## src/hdl/QuplsPkg.sv

```systemverilog
// Qupls decode package
// Shared types, opcodes and helper functions

package QuplsPkg;

// ====================
// Basic types
// ====================

// Architectural register number, wide enough for the banked stack pointers
typedef logic [8:0] aregno_t;
// Privilege mode, where 3 is machine mode
typedef logic [1:0] operating_mode_t;
// Raw 32-bit instruction word
typedef logic [31:0] instruction_t;
// Immediate value as seen by the execute stages
typedef logic [63:0] value_t;

// A raw word together with its zero-extended register fields
typedef struct packed {
	instruction_t ins;
	aregno_t aRt;
	aregno_t aRa;
	aregno_t aRb;
	aregno_t aRc;
} ex_instruction_t;

// ====================
// Opcodes
// ====================

typedef enum logic [6:0] {
	OP_R2    = 7'd2,
	OP_SHIFT = 7'd3,
	OP_ADD   = 7'd4,
	OP_AND   = 7'd8,
	OP_OR    = 7'd9,
	OP_LDO   = 7'd67,
	OP_STB   = 7'd80,
	OP_STW   = 7'd81,
	OP_STT   = 7'd82,
	OP_STO   = 7'd83,
	OP_STH   = 7'd84,
	OP_STX   = 7'd85,
	OP_REGC  = 7'd120,
	OP_PFXC  = 7'd121,
	OP_NOP   = 7'd127
} opcode_t;

// Register 31 is the stack pointer and is banked by mode and level
localparam aregno_t REG_SP = 9'd31;
localparam aregno_t SP_MBASE = 9'd32;
localparam aregno_t SP_UBASE = 9'd40;
localparam operating_mode_t OM_MACHINE = 2'd3;

// ====================
// Functions
// ====================

// The opcode field of a raw word
function automatic opcode_t fnOpcode(input instruction_t ins);
	return opcode_t'(ins[6:0]);
endfunction

// True for all six store opcodes
function automatic logic fnIsStore(input instruction_t ins);
	case (fnOpcode(ins))
	OP_STB, OP_STW, OP_STT, OP_STO, OP_STH, OP_STX:
		return 1'b1;
	default:
		return 1'b0;
	endcase
endfunction

// The Ci flag turns the Rc field into a small immediate, except where
// the Rc field already has another use
function automatic logic fnImmc(input instruction_t ins);
	opcode_t op;
	op = fnOpcode(ins);
	return ins[31] && !fnIsStore(ins) && op != OP_SHIFT && op != OP_R2;
endfunction

// Machine mode picks a stack pointer by interrupt level, lower modes by mode
function automatic aregno_t fnMapSp(input aregno_t r, input operating_mode_t om,
	input logic [2:0] ipl);
	if (r != REG_SP)
		return r;
	if (om == OM_MACHINE)
		return SP_MBASE | {6'd0, ipl};
	return SP_UBASE | {7'd0, om};
endfunction

endpackage

```

## src/hdl/Qupls_ins_extract.sv

```systemverilog
// Fetch group input register
// Latches the group and splits out the register fields

module Qupls_ins_extract import QuplsPkg::*; #(
	parameter int NGRP = 2
) (
	input logic clk,
	input logic reset,
	input logic inValid,
	input instruction_t ins0,
	input instruction_t ins1,
	input operating_mode_t om,
	input logic [2:0] ipl,
	output logic grpValid,
	output ex_instruction_t [NGRP-1:0] instr,
	output operating_mode_t omR,
	output logic [2:0] iplR
);

// Words for each slot of the group before field extraction
instruction_t grpWord [0:NGRP-1];

// Each field is six bits wide and zero-extends into the register number
function automatic ex_instruction_t fnExtract(input instruction_t ins);
	ex_instruction_t ex;
	ex.ins = ins;
	ex.aRt = {3'd0, ins[12:7]};
	ex.aRa = {3'd0, ins[18:13]};
	ex.aRb = {3'd0, ins[24:19]};
	ex.aRc = {3'd0, ins[30:25]};
	return ex;
endfunction

// Only two words arrive, so any further slots hold a NOP
always_comb begin
	for (int n = 0; n < NGRP; n = n + 1) begin
		if (n == 0)
			grpWord[n] = ins0;
		else if (n == 1)
			grpWord[n] = ins1;
		else
			grpWord[n] = {25'd0, OP_NOP};
	end
end

// The valid flag moves every edge, the data only with a new group
always_ff @(posedge clk) begin
	if (reset) begin
		grpValid <= 1'b0;
		omR <= '0;
		iplR <= '0;
		instr <= '0;
	end
	else begin
		grpValid <= inValid;
		if (inValid) begin
			omR <= om;
			iplR <= ipl;
			for (int n = 0; n < NGRP; n = n + 1)
				instr[n] <= fnExtract(grpWord[n]);
		end
	end
end

endmodule

```

## src/hdl/Qupls_decode_Rabt.sv

```systemverilog
// Ra, Rb and Rt decoder

module Qupls_decode_Rabt import QuplsPkg::*; #(
	parameter int NGRP = 2
) (
	input operating_mode_t om,
	input logic [2:0] ipl,
	input ex_instruction_t [NGRP-1:0] instr,
	output aregno_t Ra,
	output aregno_t Rb,
	output aregno_t Rt,
	output logic Raz,
	output logic Rbz
);

// Set when the Rc field of word 0 is read as an immediate
logic immcW0;
// Set when word 0 is a store, which has no target register
logic storeW0;

assign immcW0 = fnImmc(instr[0].ins);
assign storeW0 = fnIsStore(instr[0].ins);

always_comb begin
	// Ra always comes straight from its field, with stack pointer banking
	Ra = fnMapSp(instr[0].aRa, om, ipl);

	// An immediate C operand leaves no register for Rb to read
	if (immcW0)
		Rb = 9'd0;
	else
		Rb = fnMapSp(instr[0].aRb, om, ipl);

	// Stores use the Rt field as a source, so the target is dropped here
	// and picked up by the Rc decoder instead
	if (storeW0)
		Rt = 9'd0;
	else
		Rt = instr[0].aRt;

	// The zero flags look at the register after banking
	Raz = ~|Ra;
	Rbz = ~|Rb;
end

endmodule

```

## src/hdl/Qupls_decode_Rc.sv

```systemverilog
// Rc and Rcc decoder

module Qupls_decode_Rc import QuplsPkg::*; #(
	parameter int NGRP = 2
) (
	input operating_mode_t om,
	input logic [2:0] ipl,
	input ex_instruction_t [NGRP-1:0] instr,
	input logic has_immc,
	output aregno_t Rc,
	output logic Rcz,
	output logic [2:0] Rcc
);

// Rc before the postfix override and the stack pointer banking
aregno_t rcBase;

always_comb begin
	rcBase = 9'd0;
	Rcc = 3'd0;

	// A PFXC postfix supplies the C operand, so no register is read
	if (has_immc)
		rcBase = 9'd0;
	else begin
		case (fnOpcode(instr[0].ins))
		// Store data sits in the Rt field
		OP_STB, OP_STW, OP_STT, OP_STO, OP_STH, OP_STX:
			rcBase = instr[0].aRt;
		// Shift and R2 ignore the Ci flag and always read Rc
		OP_SHIFT, OP_R2:
			rcBase = instr[0].aRc;
		default:
			if (fnImmc(instr[0].ins))
				rcBase = 9'd0;
			else
				rcBase = instr[0].aRc;
		endcase
	end

	// A REGC postfix wins over every rule above
	if (fnOpcode(instr[1].ins) == OP_REGC) begin
		rcBase = instr[1].aRt;
		Rcc = instr[1].ins[15:13];
	end

	// Register 31 goes to the banked stack pointer
	Rc = fnMapSp(rcBase, om, ipl);
	Rcz = ~|Rc;
end

endmodule

```

## src/hdl/Qupls_decode_immc.sv

```systemverilog
// C immediate decoder
// Builds the 64-bit C operand from a postfix or the Rc field

module Qupls_decode_immc import QuplsPkg::*; #(
	parameter int NGRP = 2
) (
	input ex_instruction_t [NGRP-1:0] instr,
	output logic has_immc,
	output value_t immc,
	output logic usesPostfix
);

// Opcode of the word that follows the primary instruction
opcode_t opW1;
// The PFXC payload fills bits 31 to 7 of the postfix word
logic [24:0] pfxImm;
// The inline immediate reuses the six Rc field bits
logic [5:0] rcImm;

assign opW1 = fnOpcode(instr[1].ins);
assign pfxImm = instr[1].ins[31:7];
assign rcImm = instr[0].ins[30:25];

always_comb begin
	has_immc = 1'b0;
	immc = '0;

	// A PFXC postfix carries the whole immediate
	if (opW1 == OP_PFXC) begin
		has_immc = 1'b1;
		immc = {{39{pfxImm[24]}}, pfxImm};
	end
	// Otherwise a Ci-flagged word 0 gives a small signed constant
	else if (fnImmc(instr[0].ins)) begin
		immc = {{58{rcImm[5]}}, rcImm};
	end
end

// Either postfix kind consumes word 1, which the next stage must skip
assign usesPostfix = (opW1 == OP_REGC) || (opW1 == OP_PFXC);

endmodule

```

## src/hdl/Qupls_decode_out.sv

```systemverilog
// Decoded bundle output register

module Qupls_decode_out import QuplsPkg::*; (
	input logic clk,
	input logic reset,
	input logic grpValid,
	input aregno_t Ra,
	input aregno_t Rb,
	input aregno_t Rc,
	input aregno_t Rt,
	input logic Raz,
	input logic Rbz,
	input logic Rcz,
	input logic [2:0] Rcc,
	input value_t immc,
	input logic has_immc,
	input logic usesPostfix,
	output logic outValid,
	output aregno_t RaO,
	output aregno_t RbO,
	output aregno_t RcO,
	output aregno_t RtO,
	output logic RazO,
	output logic RbzO,
	output logic RczO,
	output logic [2:0] RccO,
	output value_t immcO,
	output logic hasImmcO,
	output logic usesPostfixO
);

// The valid pulse follows every edge, the bundle holds between groups
always_ff @(posedge clk) begin
	if (reset) begin
		outValid <= 1'b0;
		RaO <= '0;
		RbO <= '0;
		RcO <= '0;
		RtO <= '0;
		RazO <= 1'b0;
		RbzO <= 1'b0;
		RczO <= 1'b0;
		RccO <= '0;
		immcO <= '0;
		hasImmcO <= 1'b0;
		usesPostfixO <= 1'b0;
	end
	else begin
		outValid <= grpValid;
		if (grpValid) begin
			RaO <= Ra;
			RbO <= Rb;
			RcO <= Rc;
			RtO <= Rt;
			RazO <= Raz;
			RbzO <= Rbz;
			RczO <= Rcz;
			RccO <= Rcc;
			immcO <= immc;
			hasImmcO <= has_immc;
			usesPostfixO <= usesPostfix;
		end
	end
end

endmodule

```

## src/hdl/Qupls_decoder.sv

```systemverilog
// Register field decode stage
// Two cycles from the group strobe to the decoded bundle

module Qupls_decoder import QuplsPkg::*; #(
	// Words per fetch group, at least two since word 1 may be a postfix
	parameter int NGRP = 2
) (
	input logic clk,
	input logic reset,
	input logic inValid,
	input instruction_t ins0,
	input instruction_t ins1,
	input operating_mode_t om,
	input logic [2:0] ipl,
	output logic outValid,
	output aregno_t Ra,
	output aregno_t Rb,
	output aregno_t Rc,
	output aregno_t Rt,
	output logic Raz,
	output logic Rbz,
	output logic Rcz,
	output logic [2:0] Rcc,
	output value_t immc,
	output logic hasImmc,
	output logic usesPostfix
);

// ====================
// First stage
// ====================

ex_instruction_t [NGRP-1:0] instr;
logic grpValid;
operating_mode_t omR;
logic [2:0] iplR;

Qupls_ins_extract #(.NGRP(NGRP)) insExtract (
	.clk(clk),
	.reset(reset),
	.inValid(inValid),
	.ins0(ins0),
	.ins1(ins1),
	.om(om),
	.ipl(ipl),
	.grpValid(grpValid),
	.instr(instr),
	.omR(omR),
	.iplR(iplR)
);

// ====================
// Field decode
// ====================

// Decoder outputs before the output register
aregno_t decRa, decRb, decRc, decRt;
logic decRaz, decRbz, decRcz;
logic [2:0] decRcc;
value_t decImmc;
logic decHasImmc;
logic decUsesPostfix;

Qupls_decode_Rabt #(.NGRP(NGRP)) decodeRabt (
	.om(omR),
	.ipl(iplR),
	.instr(instr),
	.Ra(decRa),
	.Rb(decRb),
	.Rt(decRt),
	.Raz(decRaz),
	.Rbz(decRbz)
);

// The immediate decoder tells the Rc decoder about a PFXC postfix
Qupls_decode_immc #(.NGRP(NGRP)) decodeImmc (
	.instr(instr),
	.has_immc(decHasImmc),
	.immc(decImmc),
	.usesPostfix(decUsesPostfix)
);

Qupls_decode_Rc #(.NGRP(NGRP)) decodeRc (
	.om(omR),
	.ipl(iplR),
	.instr(instr),
	.has_immc(decHasImmc),
	.Rc(decRc),
	.Rcz(decRcz),
	.Rcc(decRcc)
);

// ====================
// Output stage
// ====================

Qupls_decode_out decodeOut (
	.clk(clk),
	.reset(reset),
	.grpValid(grpValid),
	.Ra(decRa),
	.Rb(decRb),
	.Rc(decRc),
	.Rt(decRt),
	.Raz(decRaz),
	.Rbz(decRbz),
	.Rcz(decRcz),
	.Rcc(decRcc),
	.immc(decImmc),
	.has_immc(decHasImmc),
	.usesPostfix(decUsesPostfix),
	.outValid(outValid),
	.RaO(Ra),
	.RbO(Rb),
	.RcO(Rc),
	.RtO(Rt),
	.RazO(Raz),
	.RbzO(Rbz),
	.RczO(Rcz),
	.RccO(Rcc),
	.immcO(immc),
	.hasImmcO(hasImmc),
	.usesPostfixO(usesPostfix)
);

endmodule

```

## config.mk

```make
export PLATFORM = sky130hd
export DESIGN_NAME = Qupls_decoder
export DESIGN_NICKNAME = d
export VERILOG_FILES = /design/src/hdl/QuplsPkg.sv /design/src/hdl/Qupls_ins_extract.sv /design/src/hdl/Qupls_decode_Rabt.sv /design/src/hdl/Qupls_decode_Rc.sv /design/src/hdl/Qupls_decode_immc.sv /design/src/hdl/Qupls_decode_out.sv /design/src/hdl/Qupls_decoder.sv
export SDC_FILE = /design/constraint.sdc
export NUM_CORES = 1
export LEC_CHECK = 0
export ABC_CLOCK_PERIOD_IN_PS = 5400
export BUFFER_PORTS_ARGS = -buffer_cell sky130_fd_sc_hd__buf_2
export CAP_MARGIN = 0
export CORE_MARGIN = 2
export CORE_UTILIZATION = 54
export CTS_CLUSTER_SIZE = 40
export DETAILED_ROUTE_END_ITERATION = 10
export PLACE_DENSITY_LB_ADDON = 0.15
export RECOVER_POWER = 100
export SLEW_MARGIN = 20
export SYNTH_ARGS = -nofsm -noshare
export SYNTH_HDL_FRONTEND = slang
export SYNTH_SLANG_ARGS = --single-unit
```

## constraint.sdc

```tcl
create_clock -name clk -period 5.4 [get_ports clk]
set_input_delay 0.27 -clock clk [delete_from_list [all_inputs] [get_ports clk]]
set_output_delay 0.27 -clock clk [all_outputs]
set_load 0.05 [all_outputs]
```

**Yosys cells after proc, flatten, opt, wreduce, memory -nomap -nowiden**

Cells that the tools add are included.

- Eq/ne operators: 16
- Muxes and demuxes: 35
- Reductions and logical operators: 22

Operators by type and width:

| kind | count |
|---|---|
| $mux W9 | 15 |
| $mux W64 | 2 |
| $eq A7 B7 Y1 const B | 8 |
| $reduce_or A9 Y1 | 3 |
| $pmux W9 S2 | 1 |
| $eq A7 B2 Y1 const B | 2 |
| $mux W1 | 14 |
| $ne A7 B2 Y1 const B | 2 |
| $mux W6 | 2 |
| $ne A6 B5 Y1 const B | 2 |
| $logic_and A1 B1 Y1 | 9 |
| $ne A9 B5 Y1 const B | 1 |
| $reduce_or A8 Y1 | 1 |
| $logic_not A1 Y1 | 6 |
| $reduce_or A6 Y1 | 1 |
| $mux W3 | 1 |
| $eq A2 B2 Y1 const B | 1 |
| $reduce_or A2 Y1 | 1 |
| $logic_or A1 B1 Y1 | 1 |

- Flip-flop bits (word level): 209
- Bits of input ports: 72
- Output and inout port bits: 109
- Word-level logic and storage cells: 95

**Logic depth before layout (Yosys ltp)**

Gate-level depths: netlist (run 1).

- Word-level depth: 19
- Depth in mapped cells: 8
- Gate-level depth less buffers: 6

**By module**

Synthesis (run 1) repeated with hierarchy kept, for this count alone.

- Cells, all modules: 907
- Area total of the unflattened synthesis: 8,546.9 um2

Modules (own cells, without submodules):

| module | times used | cells each | area each (um2) | seq. area each (um2) |
|---|---|---|---|---|
| Qupls_decode_out | 1 | 350 | 3,824.9 | 2,182.1 |
| Qupls_ins_extract | 1 | 298 | 3,050.4 | 1,401.3 |
| Qupls_decode_immc | 1 | 110 | 664.4 | 0.0 |
| Qupls_decode_Rc | 1 | 89 | 631.9 | 0.0 |
| Qupls_decode_Rabt | 1 | 60 | 375.4 | 0.0 |

**Worst setup path after synthesis (run 1)**

Ideal clock, no wire load.

- Path type: reg-to-output
- From: register decodeOut.immcO[62] (netlist name)
- To: output port immc[25]
- Arrival: 1.607 ns
- Required time: 5.130 ns
- Path slack: 3.523 ns
- Cell stages (with the launch flop): 2
- Path buffers: 1
- Cells stage by stage: dfxtp_1 -> buf_4

RTL lines:

| what | RTL line | RTL |
|---|---|---|
| to (decl) | Qupls_decoder.sv:24 | `output value_t immc,` |

==> metrics.txt, run 1 <==
# TYPE chip_impl_metric gauge
chip_impl_metric{name="max-clock-path-buffers",unit=""} 2
chip_impl_metric{name="drv_slew",unit=""} 217
chip_impl_metric{name="floorplan.initialDensity",unit="%"} 55.50
chip_impl_metric{name="detailedRoute.firstPassIterationCount",unit=""} 4
chip_impl_metric{name="layout.core_utilization",unit="%"} 70.09
chip_impl_metric{name="via_per_inst",unit=""} 5.311
chip_impl_info{name="timing_worst_setup_path_type",value="register to register"} 1
chip_impl_metric{name="required",unit="ns"} 5.80
chip_impl_metric{name="arrival",unit="ns"} 4.14
chip_impl_metric{name="syn_avg_cell_area",unit="um^2"} 9.168
chip_impl_metric{name="aggregate_routed_wire_length",unit="mm"} 13.60
chip_impl_info{name="min-delay-path-class",value="primary input to register"} 1
chip_impl_metric{name="yosysUniqueCellTypes",unit=""} 54
chip_impl_metric{name="row_count",unit=""} 36
chip_impl_metric{name="drive_above_1_share",unit="%"} 15.25
chip_impl_metric{name="overflow",unit=""} 0
chip_impl_info{name="status",value="finished, violations left"} 1
chip_impl_info{name="post-synth-top-area-cell",value="sky130_fd_sc_hd__dfxtp_1"} 1
chip_impl_metric{name="clkSlewWorstSetupHoldPaths",unit="ns"} 0.06
chip_impl_metric{name="drc",unit=""} 0
chip_impl_metric{name="clock-sinks",unit=""} 127
chip_impl_metric{name="numPortBuffers",unit=""} 167
chip_impl_metric{name="fin_crit_sh",unit="%"} 69.35
chip_impl_metric{name="postSynthRegisterBits",unit=""} 127
chip_impl_metric{name="number_of_antenna_violations_at_the_first_check_in_global_routing",unit=""} 0
chip_impl_metric{name="worst-slew-pin-transition",unit="ns"} 3.336
chip_impl_metric{name="chipHeight",unit="um"} 104
chip_impl_metric{name="design.portCount",unit=""} 181
chip_impl_metric{name="place.gp.congestion",unit=""} 0.8105
chip_impl_metric{name="relSlewSlack",unit="%"} -122.4
chip_impl_metric{name="core_footprint",unit="mm^2"} 0.009729
chip_impl_metric{name="synth.yosys.seq_area_share",unit="%"} 47.08
chip_impl_metric{name="max_freq",unit="MHz"} 267.0
chip_impl_metric{name="period_needed",unit="ns"} 3.745
chip_impl_metric{name="placed_area",unit="mm^2"} 0.005928
chip_impl_metric{name="number_of_levels_in_the_clock_h_tree",unit=""} 4
chip_impl_metric{name="clock_latency",unit="ns"} 0.51
chip_impl_metric{name="fin_skew",unit="ns"} 0.01063
chip_impl_info{name="element_type_at_the_critical_path_end",value="register"} 1
chip_impl_metric{name="synth_top_cell_area_share",unit="%"} 47.08
chip_impl_metric{name="wire_length_of_the_first_global_routing_pass",unit="mm"} 21.86
chip_impl_metric{name="ant_nets",unit=""} 0
chip_impl_metric{name="postCtsResizedCells",unit=""} 0
chip_impl_info{name="critPathLaunchType",value="register"} 1
chip_impl_metric{name="first_iter_violations",unit=""} 254
chip_impl_info{name="clock_tree.root_cell",value="sky130_fd_sc_hd__clkbuf_8"} 1
chip_impl_info{name="netlist_top_cells_area",value="sky130_fd_sc_hd__dfxtp_1 (47%), sky130_fd_sc_hd__mux2i_1 (13%), sky130_fd_sc_hd__buf_4 (7.1%)"} 1
chip_impl_metric{name="number_of_cts_inserted_buffers",unit=""} 17
chip_impl_info{name="grt_setup_unrepaired",value="no"} 1
chip_impl_metric{name="global_route.usage.total",unit="%"} 24.85
chip_impl_info{name="synth_flop_cell",value="sky130_fd_sc_hd__dfxtp_1"} 1
chip_impl_metric{name="synth-warning-count",unit=""} 0
chip_impl_metric{name="via_count",unit=""} 4711
chip_impl_metric{name="first_global_vias",unit=""} 4415
chip_impl_metric{name="ys_async_sr_fraction",unit="%"} 0
chip_impl_metric{name="drv_cap",unit=""} 4
chip_impl_metric{name="number_of_buffers_inserted_by_post_cts_setup_repair",unit=""} 0
chip_impl_metric{name="total_leakage_power",unit="uW"} 0.002813
chip_impl_metric{name="power_density",unit="mW/mm^2"} 354.6
chip_impl_metric{name="area_growth",unit="%"} 26.27
chip_impl_metric{name="synthesis.instances",unit=""} 589
chip_impl_metric{name="synthesis.area",unit="mm^2"} 0.005400
chip_impl_metric{name="final_nets",unit=""} 813
chip_impl_metric{name="setup_viol",unit=""} 0
chip_impl_metric{name="worst-path-max-fanout",unit=""} 55
chip_impl_metric{name="die_w",unit="um"} 104
chip_impl_metric{name="antenna_cells_inserted",unit=""} 0
chip_impl_metric{name="post-dp-hpwl",unit="mm"} 8.665
chip_impl_metric{name="dieArea",unit="mm^2"} 0.01082
chip_impl_info{name="failed_checks",value="max-capacitance violations, max-slew violations"} 1
chip_impl_metric{name="peakVddDrop",unit="mV"} 0.2237
chip_impl_metric{name="fin_area",unit="mm^2"} 0.006819
chip_impl_metric{name="detail_route.wl_per_cell",unit="um"} 15.33
chip_impl_metric{name="pin_count_of_the_biggest_net_entering_global_routing",unit=""} 80
chip_impl_metric{name="finalHoldViolCount",unit=""} 0
chip_impl_metric{name="synth-edff-count",unit=""} 0
chip_impl_info{name="clock_tree_from_tritoncts",value="built"} 1
chip_impl_metric{name="totalNegativeSetupSlack",unit="ns"} 0
placed cells by master (no fill, tap or decap), drive strengths merged, types with 2 or more instances in the layout:
cell type | netlist | routed
inv | 10 | 13
a22oi | 25 | 25
nor3 | 4 | 4
nor4 | 6 | 6
clkinvlp | 0 | 2
clkinv | 0 | 4
nor2 | 87 | 87
o21ai | 33 | 33
buf | 62 | 70
nand2 | 39 | 39
nand3 | 17 | 17
or2 | 2 | 2
nand4 | 10 | 10
a211o | 3 | 3
a21oi | 29 | 29
nand2b | 2 | 2
mux2i | 68 | 68
a21o | 3 | 3
a32o | 2 | 2
o32ai | 2 | 2
conb | 1 | 12
clkbuf | 28 | 120
a31o | 2 | 2
dlygate4sd3 | 0 | 42
a31oi | 5 | 5
nor2b | 2 | 2
dfxtp | 127 | 127
and3 | 3 | 3
bufinv | 0 | 3
synth_stat cells (all sizes together), types with 2 or more instances:
cell,n
nor4,6
o21ai,33
nor2b,2
dfxtp,127
a211o,3
a31oi,5
o32ai,2
nand4,10
a32o,2
nand2b,2
nor3,4
a21o,3
a21oi,29
nand2,39
or2,2
buf,62
a31o,2
a22oi,25
nand3,17
nor2,87
clkbuf,28
and3,3
inv,10
mux2i,68
registers in the layout (all words and copies together) (netlist names), 2 cells and up:
name and cells:
decodeOut.RbO 6, insExtract.iplR 3, insExtract.omR 2, decodeOut.immcO 25, decodeOut.RaO 6, decodeOut.RccO 3, decodeOut.RtO 6, decodeOut.RcO 6
insExtract.instr 63
critical path: stages (launching register included):
cell                       delay, ns
sky130_fd_sc_hd__dfxtp_1        0.36
sky130_fd_sc_hd__clkbuf_1       1.15
sky130_fd_sc_hd__inv_1          1.35
sky130_fd_sc_hd__or2_2          0.65
sky130_fd_sc_hd__a21oi_1        0.12
where the power goes:
group          internal [uW]  switching (uW)  leakage [uW]
combinational           94.6             149       0.00148
sequential               977            30.2       0.00104
clock                    743             424      0.000298
total                   1810             604       0.00281
per-stage QoR:
| step | hold WS, ns | cells | total power (uW) | worst slack [ns] |
|---|---|---|---|---|
| floorplan | 0.4168 | 600 | 1188 | 3.523 |
| detailed placement | 0.4499 | 813 | 1243 | 2.947 |
| global placement | 0.4483 | 813 | 1237 | 3.010 |
| finish | 0.007787 | 887 | 2418 | 1.655 |
| global route | 0.008624 | 887 | 2499 | 1.381 |
| CTS | 0.0004899 | 887 | 2428 | 2.927 |
cell families (layout without fill, tap and decap cells):
kind of cell | count (synthesis) | after routing | synth area share (%)
buffers and inverters | 100 | 254 | 10.75
muxes | 68 | 68 | 12.60
other | 1 | 12 | 0.06944
AOI/OAI and AO/OA | 115 | 115 | 14.50
and+or+nand+nor | 178 | 178 | 14.99
DFF | 127 | 127 | 47.08
layout make-up:
| cell class | count | area [um^2] |
|---|---|---|
| clock buffers | 20 | 455.4 |
| multi-input cells | 373 | 2311 |
| well taps | 133 | 166.4 |
| inverters | 10 | 37.54 |
| clock inverters | 12 | 155.1 |
| fillers | 872 | 2910 |
| flip-flops and latches | 127 | 2542 |
| repair buffers | 212 | 1151 |
timing repair:
item                                    4_1_cts  5_1_grt
endpoints found under the hold margin        42        0
endpoints found under the setup margin        0        0
hold buffers                                 42        0
per-layer routing:
metal,routed length (um),global-route usage (%)
met1,6058,31.57
met2,6504,41.87
met3,893,6.454
met4,143,6.853
met5,0,0
worst paths after layout:
path | slack, ns | end | depth (start not counted) | startpoint
worst min register to register | 0.47 | decodeOut.RbzO | 2 | decodeOut.RbzO
worst min-delay path | 0.008 | insExtract.instr[116] | 3 | ins1[12]
worst max register to register | 1.66 | decodeOut.RaO[1] | 4 | insExtract.grpValid
worst max-delay path | 1.66 | decodeOut.RaO[1] | 4 | insExtract.grpValid
Note: power is estimated with default switching activity, not from simulation.
==> run 2: changes to the inputs <==
--- a/config.mk
+++ b/config.mk
@@ -5,11 +5,12 @@
 export SDC_FILE = /design/constraint.sdc
 export NUM_CORES = 1
 export LEC_CHECK = 0
-export ABC_CLOCK_PERIOD_IN_PS = 5400
+export ABC_AREA = 1
+export ABC_CLOCK_PERIOD_IN_PS = 3300
 export BUFFER_PORTS_ARGS = -buffer_cell sky130_fd_sc_hd__buf_2
 export CAP_MARGIN = 0
 export CORE_MARGIN = 2
-export CORE_UTILIZATION = 54
+export CORE_UTILIZATION = 46
 export CTS_CLUSTER_SIZE = 40
 export DETAILED_ROUTE_END_ITERATION = 10
 export PLACE_DENSITY_LB_ADDON = 0.15
==> constraint.sdc (replaced) <==
create_clock -name clk -period 3.3 [get_ports clk]
set_input_delay 0.165 -clock clk [delete_from_list [all_inputs] [get_ports clk]]
set_output_delay 0.165 -clock clk [all_outputs]
set_load 0.05 [all_outputs]
==> metrics.txt, run 2 <==
# TYPE chip_impl_metric gauge
chip_impl_info{name="status",value="finished, final reports clean"} 1
chip_impl_metric{name="hold_depth",unit=""} 3
chip_impl_metric{name="postCtsResizedCells",unit=""} 0
chip_impl_metric{name="aggregate_routed_wire_length",unit="mm"} 14.76
chip_impl_metric{name="postSynthRegisterBits",unit=""} 127
chip_impl_metric{name="place.gp.congestion",unit=""} 0.8497
chip_impl_metric{name="antenna_cells_inserted",unit=""} 0
chip_impl_metric{name="path_buf_inv",unit=""} 0
chip_impl_metric{name="finalWorstSetupSlack",unit="ns"} 0.6169
chip_impl_metric{name="synthesis.instances",unit=""} 752
chip_impl_metric{name="number_of_antenna_violations_at_the_first_check_in_global_routing",unit=""} 0
chip_impl_metric{name="synth-edff-count",unit=""} 0
chip_impl_metric{name="worst-slew-pin-transition",unit="ns"} 1.386
chip_impl_metric{name="period_needed",unit="ns"} 2.683
chip_impl_metric{name="dieArea",unit="mm^2"} 0.01293
chip_impl_metric{name="final-seq-area",unit="mm^2"} 0.002542
chip_impl_metric{name="first_global_vias",unit=""} 4806
chip_impl_metric{name="first_iter_violations",unit=""} 292
chip_impl_info{name="synth_flop_cell",value="sky130_fd_sc_hd__dfxtp_1"} 1
chip_impl_metric{name="number_of_cts_inserted_buffers",unit=""} 17
chip_impl_info{name="timing_worst_setup_path_type",value="register to register"} 1
chip_impl_metric{name="arrival",unit="ns"} 2.97
chip_impl_metric{name="fin_skew",unit="ns"} 0.006864
chip_impl_info{name="post-synth-top-area-cell",value="sky130_fd_sc_hd__dfxtp_1"} 1
chip_impl_metric{name="via_per_inst",unit=""} 5.124
chip_impl_metric{name="numPortBuffers",unit=""} 167
chip_impl_metric{name="drc",unit=""} 0
chip_impl_metric{name="required",unit="ns"} 3.59
chip_impl_metric{name="critical_path_max_stage_delay",unit="ns"} 0.51
chip_impl_info{name="critical_path.most_common_cell",value="sky130_fd_sc_hd__nand2_1"} 1
chip_impl_metric{name="worst-path-max-fanout",unit=""} 14
chip_impl_info{name="r2r_start",value="insExtract.instr[39]"} 1
chip_impl_metric{name="detailedRoute.firstPassIterationCount",unit=""} 5
chip_impl_metric{name="max_freq",unit="MHz"} 372.7
chip_impl_metric{name="n_fill_cell",unit=""} 1169
chip_impl_metric{name="peakVddDrop",unit="mV"} 0.3281
chip_impl_metric{name="relSlewSlack",unit="%"} 7.516
chip_impl_metric{name="number_of_levels_in_the_clock_h_tree",unit=""} 4
chip_impl_metric{name="drive_above_1_share",unit="%"} 13.08
chip_impl_info{name="cpMaxStageDelayCell",value="sky130_fd_sc_hd__nand3_1"} 1
chip_impl_info{name="path_cells",value="nor2_1 -> nand3_1 -> nand2_1 -> nand3_1 -> nand2_1 -> nand2_1 -> nand2_1 -> nor2_4 -> nand2_1 -> nand2_1 -> and2_0 -> nand3_1 -> a21oi_1"} 1
chip_impl_metric{name="totalNegativeSetupSlack",unit="ns"} 0
chip_impl_metric{name="ys_async_sr_fraction",unit="%"} 0
chip_impl_metric{name="drv_slew",unit=""} 0
chip_impl_metric{name="yosysUniqueCellTypes",unit=""} 31
chip_impl_metric{name="setup_viol",unit=""} 0
chip_impl_info{name="grt_setup_unrepaired",value="no"} 1
chip_impl_metric{name="syn_avg_cell_area",unit="um^2"} 7.364
chip_impl_info{name="clock_tree.root_cell",value="sky130_fd_sc_hd__clkbuf_16"} 1
chip_impl_metric{name="global_route.usage.total",unit="%"} 22.81
chip_impl_metric{name="clock-sinks",unit=""} 127
chip_impl_metric{name="row_count",unit=""} 40
chip_impl_info{name="element_type_at_the_critical_path_end",value="register"} 1
chip_impl_info{name="max_flop_register",value="insExtract.instr"} 1
chip_impl_info{name="netlist_top_cells_area",value="sky130_fd_sc_hd__dfxtp_1 (46%), sky130_fd_sc_hd__o21ai_0 (10%), sky130_fd_sc_hd__nand2_1 (9.4%)"} 1
chip_impl_metric{name="overflow",unit=""} 0
chip_impl_info{name="mostFrequentLayoutCell",value="sky130_fd_sc_hd__nand2_1"} 1
chip_impl_info{name="min-delay-path-class",value="primary input to register"} 1
chip_impl_metric{name="synth.yosys.seq_area_share",unit="%"} 45.91
chip_impl_metric{name="final_nets",unit=""} 969
chip_impl_metric{name="floorplan.initialDensity",unit="%"} 46.69
chip_impl_metric{name="finalHoldViolCount",unit=""} 0
chip_impl_metric{name="multiInputGateArea",unit="mm^2"} 0.002298
chip_impl_metric{name="die_w",unit="um"} 113.7
chip_impl_metric{name="clkSlewWorstSetupHoldPaths",unit="ns"} 0.05
chip_impl_metric{name="ant_nets",unit=""} 0
chip_impl_info{name="timing.rr.end",value="decodeOut.RczO"} 1
chip_impl_metric{name="clock_latency",unit="ns"} 0.41
chip_impl_metric{name="via_count",unit=""} 5416
chip_impl_info{name="yosys-top-cells-count",value="sky130_fd_sc_hd__nand2_1 (139), sky130_fd_sc_hd__dfxtp_1 (127), sky130_fd_sc_hd__o21ai_0 (115)"} 1
chip_impl_metric{name="number_of_buffers_inserted_by_post_cts_setup_repair",unit=""} 0
chip_impl_metric{name="timing.hold.ws",unit="ns"} 0.002596
chip_impl_info{name="most_common_cell_in_the_synthesized_netlist",value="sky130_fd_sc_hd__nand2_1"} 1
chip_impl_metric{name="synth-warning-count",unit=""} 0
chip_impl_metric{name="power_density",unit="mW/mm^2"} 584.0
chip_impl_metric{name="post-dp-hpwl",unit="mm"} 9.886
chip_impl_metric{name="synthesis.area",unit="mm^2"} 0.005538
chip_impl_metric{name="detail_route.wl_per_cell",unit="um"} 13.96
chip_impl_metric{name="design.portCount",unit=""} 181
chip_impl_metric{name="depth_of_the_worst_register_to_register_path",unit=""} 13
chip_impl_metric{name="synth_top_cell_area_share",unit="%"} 45.91
chip_impl_metric{name="area_growth",unit="%"} 24.56
chip_impl_info{name="worst_hold_startpoint",value="ins0[26]"} 1
chip_impl_metric{name="largest_reg_flops",unit=""} 63
chip_impl_info{name="most_frequent_cells_in_the_layout",value="sky130_fd_sc_hd__nand2_1 (141), sky130_fd_sc_hd__dfxtp_1 (127), sky130_fd_sc_hd__o21ai_0 (115)"} 1
chip_impl_metric{name="core_footprint",unit="mm^2"} 0.01186
chip_impl_info{name="timing.critical_path.max_delay_family",value="simple AND/OR/NAND/NOR gates"} 1
chip_impl_metric{name="wire_length_of_the_first_global_routing_pass",unit="mm"} 23.39
chip_impl_metric{name="post-place-ws",unit="ns"} 1.017
chip_impl_metric{name="setup_slack_of_the_most_critical_reg_to_reg_path",unit="ns"} 0.62
chip_impl_metric{name="total_leakage_power",unit="uW"} 0.003009
chip_impl_metric{name="drv_cap",unit=""} 0
chip_impl_metric{name="cts_hold_repair.buffers",unit=""} 35
chip_impl_info{name="reg_top3",value="insExtract.instr x63, decodeOut.immcO x25"} 1
chip_impl_metric{name="chipHeight",unit="um"} 113.7
chip_impl_info{name="clock_tree_from_tritoncts",value="built"} 1
chip_impl_metric{name="pin_count_of_the_biggest_net_entering_global_routing",unit=""} 55
chip_impl_metric{name="max-clock-path-buffers",unit=""} 2
chip_impl_info{name="startpoint",value="insExtract.instr[39]"} 1
chip_impl_metric{name="fin_crit_sh",unit="%"} 81.30
chip_impl_info{name="endpoint_of_the_worst_hold_timing_path",value="insExtract.instr[62]"} 1
chip_impl_info{name="critPathLaunchType",value="register"} 1
==> run 2: how the worst max path moves through the flow <==
stage / depth (start not counted) / to
after detailed placement: 8 / decodeOut.immcO[23]
after global routing: 13 / decodeOut.RczO
after CTS: 8 / decodeOut.immcO[23]
after floorplan: 1 / immc[25]
after global placement: 8 / decodeOut.immcO[4]
final: 13 / decodeOut.RczO
==> run 2: per-stage QoR <==
stage,cells,area [um^2],utilization (%),power (uW)
after global routing,1057,6898,58.15,4197
after floorplan,763,5579,-,2052
final,1057,6898,58.15,4028
after detailed placement,989,6090,51.34,2172
after global placement,989,6090,51.34,2163
after CTS,1056,7038,59.34,4057
==> run 2: power breakdown <==
group / switching (uW) / leakage, uW / internal [uW]
combinational: 343 / 0.00167 / 145
sequential: 57.4 / 0.00105 / 1620
clock: 634 / 0.000297 / 1230
==> run 2: layout make-up <==
cell class | count | area share (%)
Multi-Input combinational cell | 499 | 33.32
Clock buffer | 27 | 7.582
Clock inverter | 5 | 1.088
Tap cell | 147 | 2.666
Inverter | 44 | 2.394
Timing Repair Buffer | 208 | 16.09
Sequential cell | 127 | 36.86
==> run 2: metal layers <==
metal,global-route usage (%),vias up,wire length [um]
li1,-,2690,-
met1,30.40,2510,6729
met2,37.13,198,6932
met3,4.782,18,917
met4,7.480,0,180
met5,0,-,0
==> run 2: worst min-delay path, cell delays in order <==
cell and delay, ns:
sky130_fd_sc_hd__buf_2 0.09, sky130_fd_sc_hd__nor2_1 0.04, sky130_fd_sc_hd__nor2_1 0.08
==> run 2: cell families after synthesis <==
kind of cell	Yosys count	synth area share, %
AO/OA/AOI/OAI	185	17.19
flip-flops	127	45.91
buffers and inverters	137	12.88
other	1	0.06772
AND/OR/NAND/NOR	302	23.95
